===== config.mk =====
export PLATFORM = sky130hd
export DESIGN_NAME = cpu
export DESIGN_NICKNAME = d
export VERILOG_FILES = /design/src/verilog/cpuPkg.sv /design/src/verilog/registerFile.sv /design/src/verilog/fetchStage.sv /design/src/verilog/decodeStage.sv /design/src/verilog/executeStage.sv /design/src/verilog/memWbStage.sv /design/src/verilog/cpu.sv
export SDC_FILE = /design/constraint.sdc
export NUM_CORES = 2
export LEC_CHECK = 0
export CAP_MARGIN = 0
export CORE_MARGIN = 2
export CORE_UTILIZATION = 30
export DETAILED_ROUTE_END_ITERATION = 10
export DONT_BUFFER_PORTS = 1
export SYNTH_ARGS = -nofsm -noshare
export SYNTH_HDL_FRONTEND = slang
export SYNTH_SLANG_ARGS = --single-unit
export TNS_END_PERCENT = 50

===== constraint.sdc =====
create_clock -name clk -period 23 [get_ports clk]
set_clock_uncertainty 0.15 [all_clocks]
set_input_delay 4.6 -clock clk [delete_from_list [all_inputs] [get_ports clk]]
set_output_delay 4.6 -clock clk [all_outputs]
set_load 0.005 [all_outputs]

===== src/verilog/cpuPkg.sv =====
package cpuPkg;

  //////////////////////////////////////////////////////////////////////
  // Core widths and sizes
  //////////////////////////////////////////////////////////////////////
  localparam int DataWidth = 16;   // Data and instruction word
  localparam int RegCount  = 16;   // Architectural registers, R0 reads zero
  localparam int DmemDepth = 256;  // Data memory words

  //////////////////////////////////////////////////////////////////////
  // Vector types
  //////////////////////////////////////////////////////////////////////
  typedef logic [DataWidth-1:0]         wordT;      // Data or instruction word
  typedef logic [$clog2(RegCount)-1:0]  regIdxT;    // Register index
  typedef logic [3:0]                   opcodeT;    // Opcode field, bits 15:12
  typedef logic [$clog2(DmemDepth)-1:0] dmemAddrT;  // Data memory word address

  //////////////////////////////////////////////////////////////////////
  // Opcodes
  //////////////////////////////////////////////////////////////////////
  // Register-to-register ALU ops: rd 11:8, rs 7:4, rt 3:0
  localparam opcodeT OpAdd = 4'h0;
  localparam opcodeT OpSub = 4'h1;
  localparam opcodeT OpXor = 4'h2;

  // Memory ops: reg 11:8, base 7:4, signed offset 3:0
  localparam opcodeT OpLw  = 4'h8;  // Load into rd
  localparam opcodeT OpSw  = 4'h9;  // Store data reg at base + offset

  // Stops fetch once accepted, raises hlt at write-back
  localparam opcodeT OpHlt = 4'hF;

  // Every other opcode travels down the pipe as a no-op

endpackage


===== src/verilog/registerFile.sv =====
module registerFile (
  input  logic           clk,
  input  logic           rstN,
  input  cpuPkg::regIdxT rsIdx,    // Read port A
  input  cpuPkg::regIdxT rtIdx,    // Read port B
  input  logic           wbValid,  // Write port from write-back
  input  cpuPkg::regIdxT wbReg,
  input  cpuPkg::wordT   wbData,
  output cpuPkg::wordT   rsVal,
  output cpuPkg::wordT   rtVal
);
  import cpuPkg::*;

  wordT regs [RegCount];

  // R0 is hardwired, a same-cycle write is passed straight through
  function automatic wordT readPort(regIdxT idx);
    wordT val;
    if (idx == '0)
      val = '0;
    else if (wbValid && wbReg == idx)
      val = wbData;                    // Bypass the write in flight
    else
      val = regs[idx];
    return val;
  endfunction

  always_comb rsVal = readPort(rsIdx);
  always_comb rtVal = readPort(rtIdx);

  always_ff @(posedge clk or negedge rstN) begin
    if (!rstN) begin
      for (int i = 0; i < RegCount; i++)
        regs[i] <= '0;
    end else if (wbValid && wbReg != '0) begin  // Writes to R0 dropped
      regs[wbReg] <= wbData;
    end
  end

endmodule


===== src/verilog/fetchStage.sv =====
module fetchStage (
  input  logic         clk,
  input  logic         rstN,
  input  logic         instrValid,  // Bench has a word for the current pc
  input  cpuPkg::wordT instrData,   // Word at address pc
  input  logic         stall,       // Load-use hazard in decode
  output logic         instrReady,
  output cpuPkg::wordT pc,          // Word index of next instruction
  output logic         ifValid,     // IF/ID holds a real instruction
  output cpuPkg::wordT ifInstr
);
  import cpuPkg::*;

  logic   halted;     // Set once HLT has been accepted
  logic   accept;     // Handshake completes this edge
  opcodeT fetchedOp;

  assign instrReady = !halted && !stall;
  assign accept     = instrValid && instrReady;
  assign fetchedOp  = instrData[15:12];

  //////////////////////////////////////////////////////////////////////
  // PC, halt latch and IF/ID valid
  //////////////////////////////////////////////////////////////////////
  always_ff @(posedge clk or negedge rstN) begin
    if (!rstN) begin
      pc      <= '0;
      halted  <= 1'b0;
      ifValid <= 1'b0;
    end else if (!stall) begin        // Stall holds pc and IF/ID
      ifValid <= accept;               // Bubble when nothing accepted
      if (accept) begin
        pc <= pc + wordT'(1);
        if (fetchedOp == OpHlt)
          halted <= 1'b1;              // No more fetches after HLT
      end
    end
  end

  // Instruction payload, only captured on a handshake
  always_ff @(posedge clk) begin
    if (accept)
      ifInstr <= instrData;
  end

  // Once halted, fetch is frozen for good
  pcFrozenWhenHalted: assert property (@(posedge clk) disable iff (!rstN)
    halted |=> $stable(pc) && !ifValid);

endmodule


===== src/verilog/decodeStage.sv =====
module decodeStage (
  input  logic           clk,
  input  logic           rstN,
  input  logic           ifValid,   // From IF/ID
  input  cpuPkg::wordT   ifInstr,
  input  cpuPkg::wordT   rsVal,     // Register file read data
  input  cpuPkg::wordT   rtVal,
  input  logic           exIsLoad,  // Valid LW sitting in execute
  input  cpuPkg::regIdxT exLoadRd,  // Its destination
  output cpuPkg::regIdxT rsIdx,
  output cpuPkg::regIdxT rtIdx,
  output logic           stall,     // Hold fetch, bubble into ID/EX
  output logic           exValid,   // ID/EX register
  output cpuPkg::opcodeT exOp,
  output cpuPkg::regIdxT exRd,
  output cpuPkg::regIdxT exRs,
  output cpuPkg::regIdxT exRt,
  output cpuPkg::wordT   exRsVal,
  output cpuPkg::wordT   exRtVal,
  output cpuPkg::wordT   exOffset
);
  import cpuPkg::*;

  //////////////////////////////////////////////////////////////////////
  // Field split
  //////////////////////////////////////////////////////////////////////
  opcodeT idOp;
  regIdxT idRd;      // rd for ALU and LW, data reg for SW
  logic   isAlu;
  logic   isLw;
  logic   isSw;
  logic   usesRs;    // rs read as operand or base
  logic   rsHazard;
  logic   rtHazard;
  wordT   offsetExt;

  assign idOp  = ifInstr[15:12];
  assign idRd  = ifInstr[11:8];
  assign rsIdx = ifInstr[7:4];

  assign isAlu  = idOp inside {OpAdd, OpSub, OpXor};
  assign isLw   = idOp == OpLw;
  assign isSw   = idOp == OpSw;
  assign usesRs = isAlu || isLw || isSw;

  // SW reads its data register on the second port
  assign rtIdx = isSw ? idRd : ifInstr[3:0];

  // Signed 4-bit offset widened to a full word
  assign offsetExt = {{(DataWidth-4){ifInstr[3]}}, ifInstr[3:0]};

  //////////////////////////////////////////////////////////////////////
  // Load-use hazard
  //////////////////////////////////////////////////////////////////////
  // SW data is not checked here, it is picked up from write-back in
  // the memory stage
  assign rsHazard = usesRs && rsIdx == exLoadRd;
  assign rtHazard = isAlu && rtIdx == exLoadRd;

  assign stall = ifValid && exIsLoad && exLoadRd != '0 && (rsHazard || rtHazard);

  //////////////////////////////////////////////////////////////////////
  // ID/EX register
  //////////////////////////////////////////////////////////////////////
  always_ff @(posedge clk or negedge rstN) begin
    if (!rstN)
      exValid <= 1'b0;
    else
      exValid <= ifValid && !stall;  // Bubble on a stall
  end

  // Payload follows decode every cycle, exValid qualifies it
  always_ff @(posedge clk) begin
    exOp     <= idOp;
    exRd     <= idRd;
    exRs     <= rsIdx;
    exRt     <= rtIdx;
    exRsVal  <= rsVal;
    exRtVal  <= rtVal;
    exOffset <= offsetExt;
  end

  // The stalled instruction must not also slip into execute
  stallMakesBubble: assert property (@(posedge clk) disable iff (!rstN)
    stall |=> !exValid);

endmodule


===== src/verilog/executeStage.sv =====
module executeStage (
  input  logic           clk,
  input  logic           rstN,
  input  logic           exValid,   // ID/EX register
  input  cpuPkg::opcodeT exOp,
  input  cpuPkg::regIdxT exRd,
  input  cpuPkg::regIdxT exRs,
  input  cpuPkg::regIdxT exRt,
  input  cpuPkg::wordT   exRsVal,
  input  cpuPkg::wordT   exRtVal,
  input  cpuPkg::wordT   exOffset,
  input  logic           wbValid,   // MEM/WB result fed back
  input  cpuPkg::regIdxT wbReg,
  input  cpuPkg::wordT   wbData,
  output logic           exIsLoad,  // To decode hazard check
  output cpuPkg::regIdxT exLoadRd,
  output logic           memValid,  // EX/MEM register
  output cpuPkg::opcodeT memOp,
  output cpuPkg::regIdxT memRd,
  output cpuPkg::regIdxT memStoreReg,
  output cpuPkg::wordT   memAlu,      // ALU result or memory address
  output cpuPkg::wordT   memStoreData
);
  import cpuPkg::*;

  logic memFwdOk;  // EX/MEM holds an ALU result worth forwarding
  wordT opA;
  wordT opB;       // Also the SW store data
  wordT aluOut;

  // The instruction in ID/EX, as decode sees it
  assign exIsLoad = exValid && exOp == OpLw;
  assign exLoadRd = exRd;

  // Load data is not ready until MEM/WB
  assign memFwdOk = memValid && memRd != '0 && (memOp inside {OpAdd, OpSub, OpXor});

  //////////////////////////////////////////////////////////////////////
  // Operand forwarding
  //////////////////////////////////////////////////////////////////////
  function automatic wordT fwdOperand(regIdxT idx, wordT regVal);
    wordT pick;
    pick = regVal;
    if (wbValid && wbReg == idx)
      pick = wbData;                 // Older result
    if (memFwdOk && memRd == idx)
      pick = memAlu;                 // Newest result wins
    return pick;
  endfunction

  always_comb opA = fwdOperand(exRs, exRsVal);
  always_comb opB = fwdOperand(exRt, exRtVal);

  // ALU and address adder
  always_comb begin
    case (exOp)
      OpAdd:       aluOut = opA + opB;
      OpSub:       aluOut = opA - opB;
      OpXor:       aluOut = opA ^ opB;
      OpLw, OpSw:  aluOut = opA + exOffset;  // Base plus offset
      default:     aluOut = '0;
    endcase
  end

  //////////////////////////////////////////////////////////////////////
  // EX/MEM register
  //////////////////////////////////////////////////////////////////////
  always_ff @(posedge clk or negedge rstN) begin
    if (!rstN)
      memValid <= 1'b0;
    else
      memValid <= exValid;
  end

  always_ff @(posedge clk) begin
    memOp        <= exOp;
    memRd        <= exRd;
    memStoreReg  <= exRt;    // Data reg for SW
    memAlu       <= aluOut;
    memStoreData <= opB;
  end

endmodule


===== src/verilog/memWbStage.sv =====
module memWbStage (
  input  logic           clk,
  input  logic           rstN,
  input  logic           memValid,      // EX/MEM register
  input  cpuPkg::opcodeT memOp,
  input  cpuPkg::regIdxT memRd,
  input  cpuPkg::regIdxT memStoreReg,
  input  cpuPkg::wordT   memAlu,
  input  cpuPkg::wordT   memStoreData,
  output logic           wbValid,       // Retire and write the register file
  output cpuPkg::regIdxT wbReg,
  output cpuPkg::wordT   wbData,
  output logic           hlt            // Sticky once HLT retires
);
  import cpuPkg::*;

  wordT     dmem [DmemDepth];
  dmemAddrT memAddr;
  logic     memWrite;
  logic     memRead;
  logic     writesReg;   // Result goes to a nonzero register
  wordT     storeData;
  logic     wbIsLoad;    // MEM/WB select between load data and ALU
  wordT     wbAlu;
  wordT     wbLoad;

  assign memAddr   = dmemAddrT'(memAlu);  // Low 8 bits of the address
  assign memWrite  = memValid && memOp == OpSw;
  assign memRead   = memValid && memOp == OpLw;
  assign writesReg = memValid && memRd != '0 && (memOp inside {OpAdd, OpSub, OpXor, OpLw});

  // Store data produced by the instruction just ahead of the SW
  assign storeData = (wbValid && wbReg == memStoreReg && memStoreReg != '0) ? wbData
                                                                            : memStoreData;

  //////////////////////////////////////////////////////////////////////
  // Data memory and MEM/WB register
  //////////////////////////////////////////////////////////////////////
  always_ff @(posedge clk) begin
    if (memWrite)
      dmem[memAddr] <= storeData;
    if (memRead)
      wbLoad <= dmem[memAddr];
    wbAlu    <= memAlu;
    wbReg    <= memRd;
    wbIsLoad <= memRead;
  end

  always_ff @(posedge clk or negedge rstN) begin
    if (!rstN) begin
      wbValid <= 1'b0;
      hlt     <= 1'b0;
    end else begin
      wbValid <= writesReg;
      if (memValid && memOp == OpHlt)
        hlt <= 1'b1;
    end
  end

  assign wbData = wbIsLoad ? wbLoad : wbAlu;  // Write-back select

  // One memory access per cycle
  singleMemAccess: assert property (@(posedge clk) disable iff (!rstN)
    !(memWrite && memRead));

endmodule


===== src/verilog/cpu.sv =====
module cpu (
  input  logic           clk,
  input  logic           rstN,
  input  logic           instrValid,
  input  cpuPkg::wordT   instrData,
  output logic           instrReady,
  output cpuPkg::wordT   pc,
  output logic           wbValid,  // Retirement trace
  output cpuPkg::regIdxT wbReg,
  output cpuPkg::wordT   wbData,
  output logic           hlt
);
  import cpuPkg::*;

  //////////////////////////////////////////////////////////////////////
  // Stage-to-stage wires
  //////////////////////////////////////////////////////////////////////
  logic   ifValid;
  wordT   ifInstr;
  logic   stall;
  regIdxT rsIdx, rtIdx;
  wordT   rsVal, rtVal;

  logic   exValid;                 // ID/EX
  opcodeT exOp;
  regIdxT exRd, exRs, exRt;
  wordT   exRsVal, exRtVal, exOffset;
  logic   exIsLoad;
  regIdxT exLoadRd;

  logic   memValid;                // EX/MEM
  opcodeT memOp;
  regIdxT memRd, memStoreReg;
  wordT   memAlu, memStoreData;

  fetchStage u_fetch (
    .clk, .rstN, .instrValid, .instrData, .stall,
    .instrReady, .pc, .ifValid, .ifInstr
  );

  registerFile u_regFile (
    .clk, .rstN, .rsIdx, .rtIdx, .wbValid, .wbReg, .wbData,
    .rsVal, .rtVal
  );

  decodeStage u_decode (
    .clk, .rstN, .ifValid, .ifInstr, .rsVal, .rtVal, .exIsLoad, .exLoadRd,
    .rsIdx, .rtIdx, .stall, .exValid, .exOp, .exRd, .exRs, .exRt,
    .exRsVal, .exRtVal, .exOffset
  );

  executeStage u_execute (
    .clk, .rstN, .exValid, .exOp, .exRd, .exRs, .exRt, .exRsVal, .exRtVal,
    .exOffset, .wbValid, .wbReg, .wbData, .exIsLoad, .exLoadRd,
    .memValid, .memOp, .memRd, .memStoreReg, .memAlu, .memStoreData
  );

  memWbStage u_memWb (
    .clk, .rstN, .memValid, .memOp, .memRd, .memStoreReg, .memAlu,
    .memStoreData, .wbValid, .wbReg, .wbData, .hlt
  );

endmodule


# Yosys cells after proc, flatten, opt, wreduce, memory -nomap -nowiden
# Memories as Yosys holds them, arrays and structs flattened. A register that Yosys moved wholly into a read port is not among the register bits.
# Index checks and enable logic that the tools add are counted.
dict set report word_totals {
  register_bits 411
  latchBits 0
  mem_bits_rw 4096
  romBits 0
  inputBits 19
  out_inout_bits 39
  word_cells 142
  n_memories 1
}
# name words width rd rd_clocked_by_memory_dff wr line_no
set memory_table {}
lappend memory_table {u_memWb.dmem 256 16 1 1 1 memWbStage.sv:17} ;# wordT dmem [DmemDepth];
dict set report classes {
  add_sub_neg 4
  n_mul 0
  n_div 0
  order_cmp 4
  n_eq_ne 23
  n_shift 0
  mux 21
  n_bitwise 5
  reduce_logical 45
}
# op count
set op_table {}
lappend op_table {{256-bit bitwise mux} 1}
lappend op_table {{16-bit two-way mux} 13}
lappend op_table {{16-bit binary-select mux with 4-bit select} 2}
lappend op_table {{16-bit demux with 4-bit select} 1}
lappend op_table {{16-bit one-hot mux with 4 select lines} 1}
lappend op_table {{4-bit equality test} 9}
lappend op_table {{16-bit adder} 2}
lappend op_table {{4-bit equality test, second input constant} 8}
lappend op_table {{1-bit logical AND} 25}
lappend op_table {{4-bit zero test} 5}
lappend op_table {{4-bit nonzero test} 5}
lappend op_table {{16-bit by 1-bit adder with 16-bit output, second input constant} 1}
lappend op_table {{16-bit subtractor} 1}
lappend op_table {{16-bit XOR} 1}
lappend op_table {{5-bit greater-or-equal comparator, second input constant} 3}
lappend op_table {{4-bit inverter with 5-bit output} 3}
lappend op_table {{4-bit by 1-bit equality test with 1-bit output, second input constant} 3}
lappend op_table {{4-bit by 2-bit equality test with 1-bit output, second input constant} 3}
lappend op_table {{3-bit nonzero test} 2}
lappend op_table {{5-bit by 1-bit less-than comparator with 1-bit output, second input constant} 1}
lappend op_table {{4-bit two-way mux} 1}
lappend op_table {{1-bit logical OR} 3}
lappend op_table {{3-bit AND reduction} 1}
lappend op_table {{1-bit zero test} 2}
lappend op_table {{4 further kinds} 5}

# Longest topological paths before layout
dict set report logic_depth {
  depth_word 11
  ltp_mapped 22
  mapped_depth_nobuf 19
}

# Hierarchy
# From an unflattened synthesis, not the netlist that was laid out.
dict set report unflattened {
  hier_cells 8428
  area_unflattened_um2 176551.8
}
# mod n_inst cells_per_inst area_per_inst_um2
set modules_own_cells {}
lappend modules_own_cells {memWbStage 1 6782 156268.6}
lappend modules_own_cells {registerFile 1 1049 14063.5}
lappend modules_own_cells {executeStage 1 422 3515.9}
lappend modules_own_cells {decodeStage 1 93 1392.6}
lappend modules_own_cells {fetchStage 1 82 1311.3}

# Worst setup path before layout
# No wires, ideal clock.
dict set report synth_timing {
  kind {reg-to-reg}
  startpoint {reg u_memWb.wbReg[3]}
  endpoint {mem u_memWb.dmem[0][10] (netlist name), data pin}
  t_arrival_ps 8460
  t_required_ps 21271
  setup_slack_ps 12811
  path_stages_with_launch 9
  period_less_slack_ps 10189
  path_cell_list {dfxtp_1 -> buf_2 -> buf_1 -> xnor2_1 -> nand4_1 -> nor2_1 -> clkbuf_1 -> nor2_1 -> a21oi_1}
}
dict set report synth_via {
  elab_chain_cells 4
}
# item line_no
set synth_rtl {}
lappend synth_rtl {{start, declared} memWbStage.sv:11} ;# output cpuPkg::regIdxT wbReg,
lappend synth_rtl {{start signal, assigned} memWbStage.sv:45} ;# wbReg <= memRd;
lappend synth_rtl {{4-bit equality test} memWbStage.sv:33} ;# assign storeData = (wbValid && wbReg == memStoreReg && memStoreReg != '0) ? wbData
lappend synth_rtl {{1-bit logical AND (2 in a row)} memWbStage.sv:33}
lappend synth_rtl {{16-bit two-way mux} memWbStage.sv:33}
lappend synth_rtl {{net u_memWb.storeData[10]} memWbStage.sv:22} ;# wordT storeData;
lappend synth_rtl {{end, declared} memWbStage.sv:17}
# The timed path passes the listed nets, and every way through them passes these cells.

# Worst setup path in the final report
dict set report layout_timing {
  startpoint {reg u_fetch.ifInstr[13]}
  endpoint {out instrReady}
}
dict set report layout_via {
  elab_chain_cells 9
}
# item line_no
set layout_rtl {}
lappend layout_rtl {{start, declared} fetchStage.sv:10} ;# output cpuPkg::wordT ifInstr
lappend layout_rtl {{start signal, assigned} fetchStage.sv:43} ;# ifInstr <= instrData;
lappend layout_rtl {{parallel branches: the longest is 5 deep, another holds 4-bit equality test} --}
lappend layout_rtl {{1-bit logical OR (*)} decodeStage.sv:60} ;# assign stall = ifValid && exIsLoad && exLoadRd != '0 && (rsHazard || rtHazard);
lappend layout_rtl {{1-bit logical AND (*)} decodeStage.sv:60}
lappend layout_rtl {{1-bit zero test (*)} fetchStage.sv:18} ;# assign instrReady = !halted && !stall;
lappend layout_rtl {{1-bit logical AND (*)} fetchStage.sv:18}
lappend layout_rtl {{end, declared} cpu.sv:6} ;# output logic instrReady,
# Mark *: on every way between the ends.

==> key figures <==
Logic synthesis
  – Top_reg_cell synth: edfxtp_1
  – Largest area contributor in the netlist: edfxtp_1
  – Sequential share of the synthesized area: between 70% and 80%
  – Synth unique cells: 81
  – Post-synthesis register bit count: 4523
  – Largest family of logic cells by synthesized area: multiplexers
  – XOR/XNOR share of the synthesized area: less than 1%
  – Mapped Cells: 8509
  – Yosys top cell area share: 69.9%
  – Avg Cell Area, Syn: ~21 um2
  – Main area contributors after synthesis: edfxtp_1 70%, mux4_2 18%, dfrtp_1 3.9%
  – Post-synth EDFFs: 4128
  – Multiplexer share of the synthesized area: about 18%
  – Synthesized Nets: between 8000 and 9000
  – Synth Cell Area: between 150000 and 200000 um2
  – Compound-Gate Fraction of Synth Area: ~2.1%
  – Ys async rst share: 6.15%
  – Adder and majority cell fraction of the synthesized area: less than 1%
  – Synth Area in Simple Gates: under 10%
  – Yosys warnings: 0

CTS
  – CTS root buf: clkbuf_16
  – # resized after CTS: 0
  – H-tree Lvls: 5
  – Clk buf depth: 4
  – Clk pin slew, worst setup/hold paths: around 0.06 ns
  – CTS tree: done
  – Hold Buf Count CTS: 0
  – Setup Buffers After CTS: 0
  – Clock latency on the worst-skew pair: 1.04 ns
  – TritonCTS buffer count: 445
  – Clk sink count: 4523

Placement
  – PortBufs: 0
  – Dpl hpwl: 272 mm
  – RD Place Congestion: 0.857

Cells and area
  – Filler cells: ~54000
  – Nets: 8847
  – Share of cells above drive strength 1: just under 30%
  – Area grow syn2layout: 14.8%
  – Multi-input logic area: between 40000 and 50000 um2
  – Register area: 133000 um2
  – Final core occ: 34.5%

GRT
  – Gr ovfl total: 0
  – GR Util All Layers: 15.7%
  – Global-route wire length before repair: 676 mm
  – Largest net degree at the start of global routing: 279
  – Number of global-route vias before repair: about 89000
  – Initial antenna violation count: 25

Critical path
  – Critical Path RT: 18.25 ns
  – Crit path launch type: flip-flop
  – CP Data Arrival Time: 4.25 ns
  – Critical path class: flip-flop to output pin
  – Slowest CP cell: buf_4
  – R2r endpoint: u_memWb.wbLoad[10]
  – Max FO, Critical Path: 65
  – WP buf/inv: 3
  – CP max stage delay: 0.70 ns
  – Reg2Reg Depth: 11
  – CP top delay family: simple AND/OR/NAND/NOR gates
  – Most frequent CP cell: buf_4
  – Crit end category: output pin
  – Worst reg2reg startpoint: u_execute.memAlu[1]
  – Crit-path cells: nor4bb_2 -> buf_4 -> mux2i_4 -> buf_4 -> inv_2 -> xnor2_1 -> a41oi_1 -> nor4_2 -> nor2_1
  – R2R Setup Slk: 16.39 ns

STA
  – Finish-stage setup viols: 0
  – Worst slew pin tran: 1.42 ns
  – Worst rel slew slack: 5.45%
  – Final Hold Fails: 0
  – Sum Neg Setup Slack: 0 ns
  – Worst Hold Slack: 0.203 ns
  – RSZ-0062 raised after global routing: false
  – Tmin final: 9.00 ns
  – Final period util: 39.2%
  – Slew Limit Fails: 0
  – Fmax: 0.111 GHz

Status
  – Outcome: complete, no violations

Pwr
  – Worst vdd ir: 0.0000847 V
  – Leak pwr: roughly 62 nW
  – Design Power: approximately 20 mW
  – Pwr/cell area: 100 nW/um2

Hold path
  – Hold Crit Class: flip-flop to flip-flop
  – Hold path endpoint: u_execute.memOp[1]
  – Hold Crit Depth: 0
  – Hold Path Origin: u_decode.exOp[1]

Detailed routing
  – Initial DRC Count: 11900
  – WL final: 483 mm
  – DRC viols: 0
  – Post-DRT Antenna Nets: 0
  – Vias: 89400
  – Average wire per standard cell: 28.4 um
  – Vias/cell: 5.25
  – Initial DRT Pass Iterations: 6

Floorplan
  – Die W: 773 um
  – # IOs: 58
  – Num rows: 282
  – Die area: about 600000 um2
  – Die Height: 773 um
  – Core area: 589000 um2
  – Initial Util: 30.1%

Flow run
  – Max-cap violations: 0
[cells in the final DEF, fill, tap and decap left out, types with 11 or more instances in the layout]
master | Yosys | layout
a311oi_1 | 48 | 48
diode_2 | 0 | 18
a21o_1 | 11 | 11
dfrtp_1 | 278 | 278
mux2i_1 | 38 | 22
o21ai_0 | 73 | 73
clkinv_2 | 0 | 78
o22ai_1 | 15 | 15
nand3_1 | 126 | 122
edfxtp_1 | 4128 | 4128
ha_1 | 17 | 17
a21oi_4 | 0 | 16
a31oi_1 | 25 | 25
nand4_1 | 21 | 21
a211oi_1 | 21 | 21
clkbuf_16 | 0 | 448
clkbuf_1 | 325 | 95
nor2_1 | 520 | 291
xor2_1 | 19 | 19
mux4_2 | 1380 | 1380
bufinv_16 | 0 | 43
dfxtp_1 | 117 | 110
a21oi_1 | 249 | 233
xnor2_1 | 69 | 69
and3_1 | 43 | 43
clkinv_1 | 1 | 107
buf_4 | 4 | 370
o21ai_1 | 63 | 63
mux2i_2 | 6 | 18
nor3_1 | 31 | 23
nor2_2 | 1 | 226
buf_12 | 0 | 22
inv_1 | 34 | 34
mux2_2 | 11 | 11
nand2_1 | 448 | 441
a22oi_1 | 35 | 35
[final cells by class]
class,count,share of cell area (%)
sequential,4523,65.5
clock buffer,552,5.74
antenna,18,0.0221
tap,7810,4.80
clock inverter,266,1.27
timing repair buffer,395,1.62
multi-input combinational,3406,21.0
inverter,39,0.0762
[worst max-delay path by stage]
stage,startpoint,end,depth (start not counted)
3_3_place_gp,u_fetch.ifInstr[13],instrReady,9
5_1_grt,u_fetch.ifInstr[13],instrReady,9
6_report,u_fetch.ifInstr[13],instrReady,9
4_1_cts,u_fetch.ifInstr[13],instrReady,9
2_1_floorplan,u_memWb.wbReg[3],u_memWb.dmem[0][10],8
3_5_place_dp,u_fetch.ifInstr[13],instrReady,9
[state kept, by name (all words and copies together) (netlist names), 4 cells and up]
register / count
u_decode.exRt: 4
u_execute.memStoreData: 16
u_decode.exRtVal: 16
u_memWb.wbReg: 4
u_decode.exRd: 4
u_execute.memOp: 4
u_memWb.wbLoad: 16
u_decode.exOffset: 4
u_execute.memRd: 4
u_decode.exRsVal: 16
u_execute.memAlu: 16
u_memWb.wbAlu: 16
u_decode.exOp: 4
u_regFile.regs: 256
u_fetch.ifInstr: 16
u_memWb.dmem: 4096
u_execute.memStoreReg: 4
u_decode.exRs: 4
u_fetch.pc: 16
[synthesized netlist by cell type, types with 5 or more instances]
library cell  count
a211oi_1         21
a21o_1           11
a21oi_1         249
a22o_1            5
a22oi_1          35
a311oi_1         48
a31oi_1          25
a32oi_1           9
and3_1           43
and4_1            5
buf_1           124
buf_2            86
clkbuf_1        325
dfrtp_1         278
dfxtp_1         117
edfxtp_1       4128
ha_1             17
inv_1            34
mux2_2           11
mux2i_1          38
mux2i_2           6
mux4_2         1380
nand2_1         448
nand2b_1          7
nand3_1         126
nand4_1          21
nor2_1          520
nor2b_1           7
nor3_1           31
nor4_1            8
o211ai_1          6
o21ai_0          73
o21ai_1          63
o21bai_1          7
o221ai_1          6
o22ai_1          15
o31ai_2           7
o32ai_1           5
or3_1             8
xnor2_1          69
xor2_1           19
[cells by family (layout without fill, tap and decap cells)]
group                    Yosys count  count (layout)
AO/OA/AOI/OAI                    605             605
XOR/XNOR                          88              88
adder cells (fa/ha/maj)           19              19
buffers and inverters            580            1252
flip-flops                      4523            4523
multiplexers                    1437            1437
other                              0              18
AND/OR/NAND/NOR                 1257            1257
[power breakdown]
part | switching (mW) | total [mW] | internal, mW
Clock | 3.09 | 7.17 | 4.08
Combinational | 2.31 | 3.55 | 1.24
Sequential | 0.137 | 9.73 | 9.59
Total | 5.53 | 20.4 | 14.9
[per-layer routing]
metal	vias to the layer above	track usage (%)	part of all wire (%)
met4	2	5.45	3.5
met1	48300	21.0	40
met2	4442	25.3	48
li1	35800	-	-
met3	828	3.25	9.0
met5	-	0	0.0025
[metrics by stage]
step	instance area, um2	instances	setup slack, ns
finish	204000	17000	14.00
global route	204000	17000	13.81
CTS	203000	17000	13.91
detailed placement	189000	16200	14.95
global placement	189000	16200	14.71
floorplan	177000	8509	12.81
No activity file was read; power rests on OpenSTA's default activity.
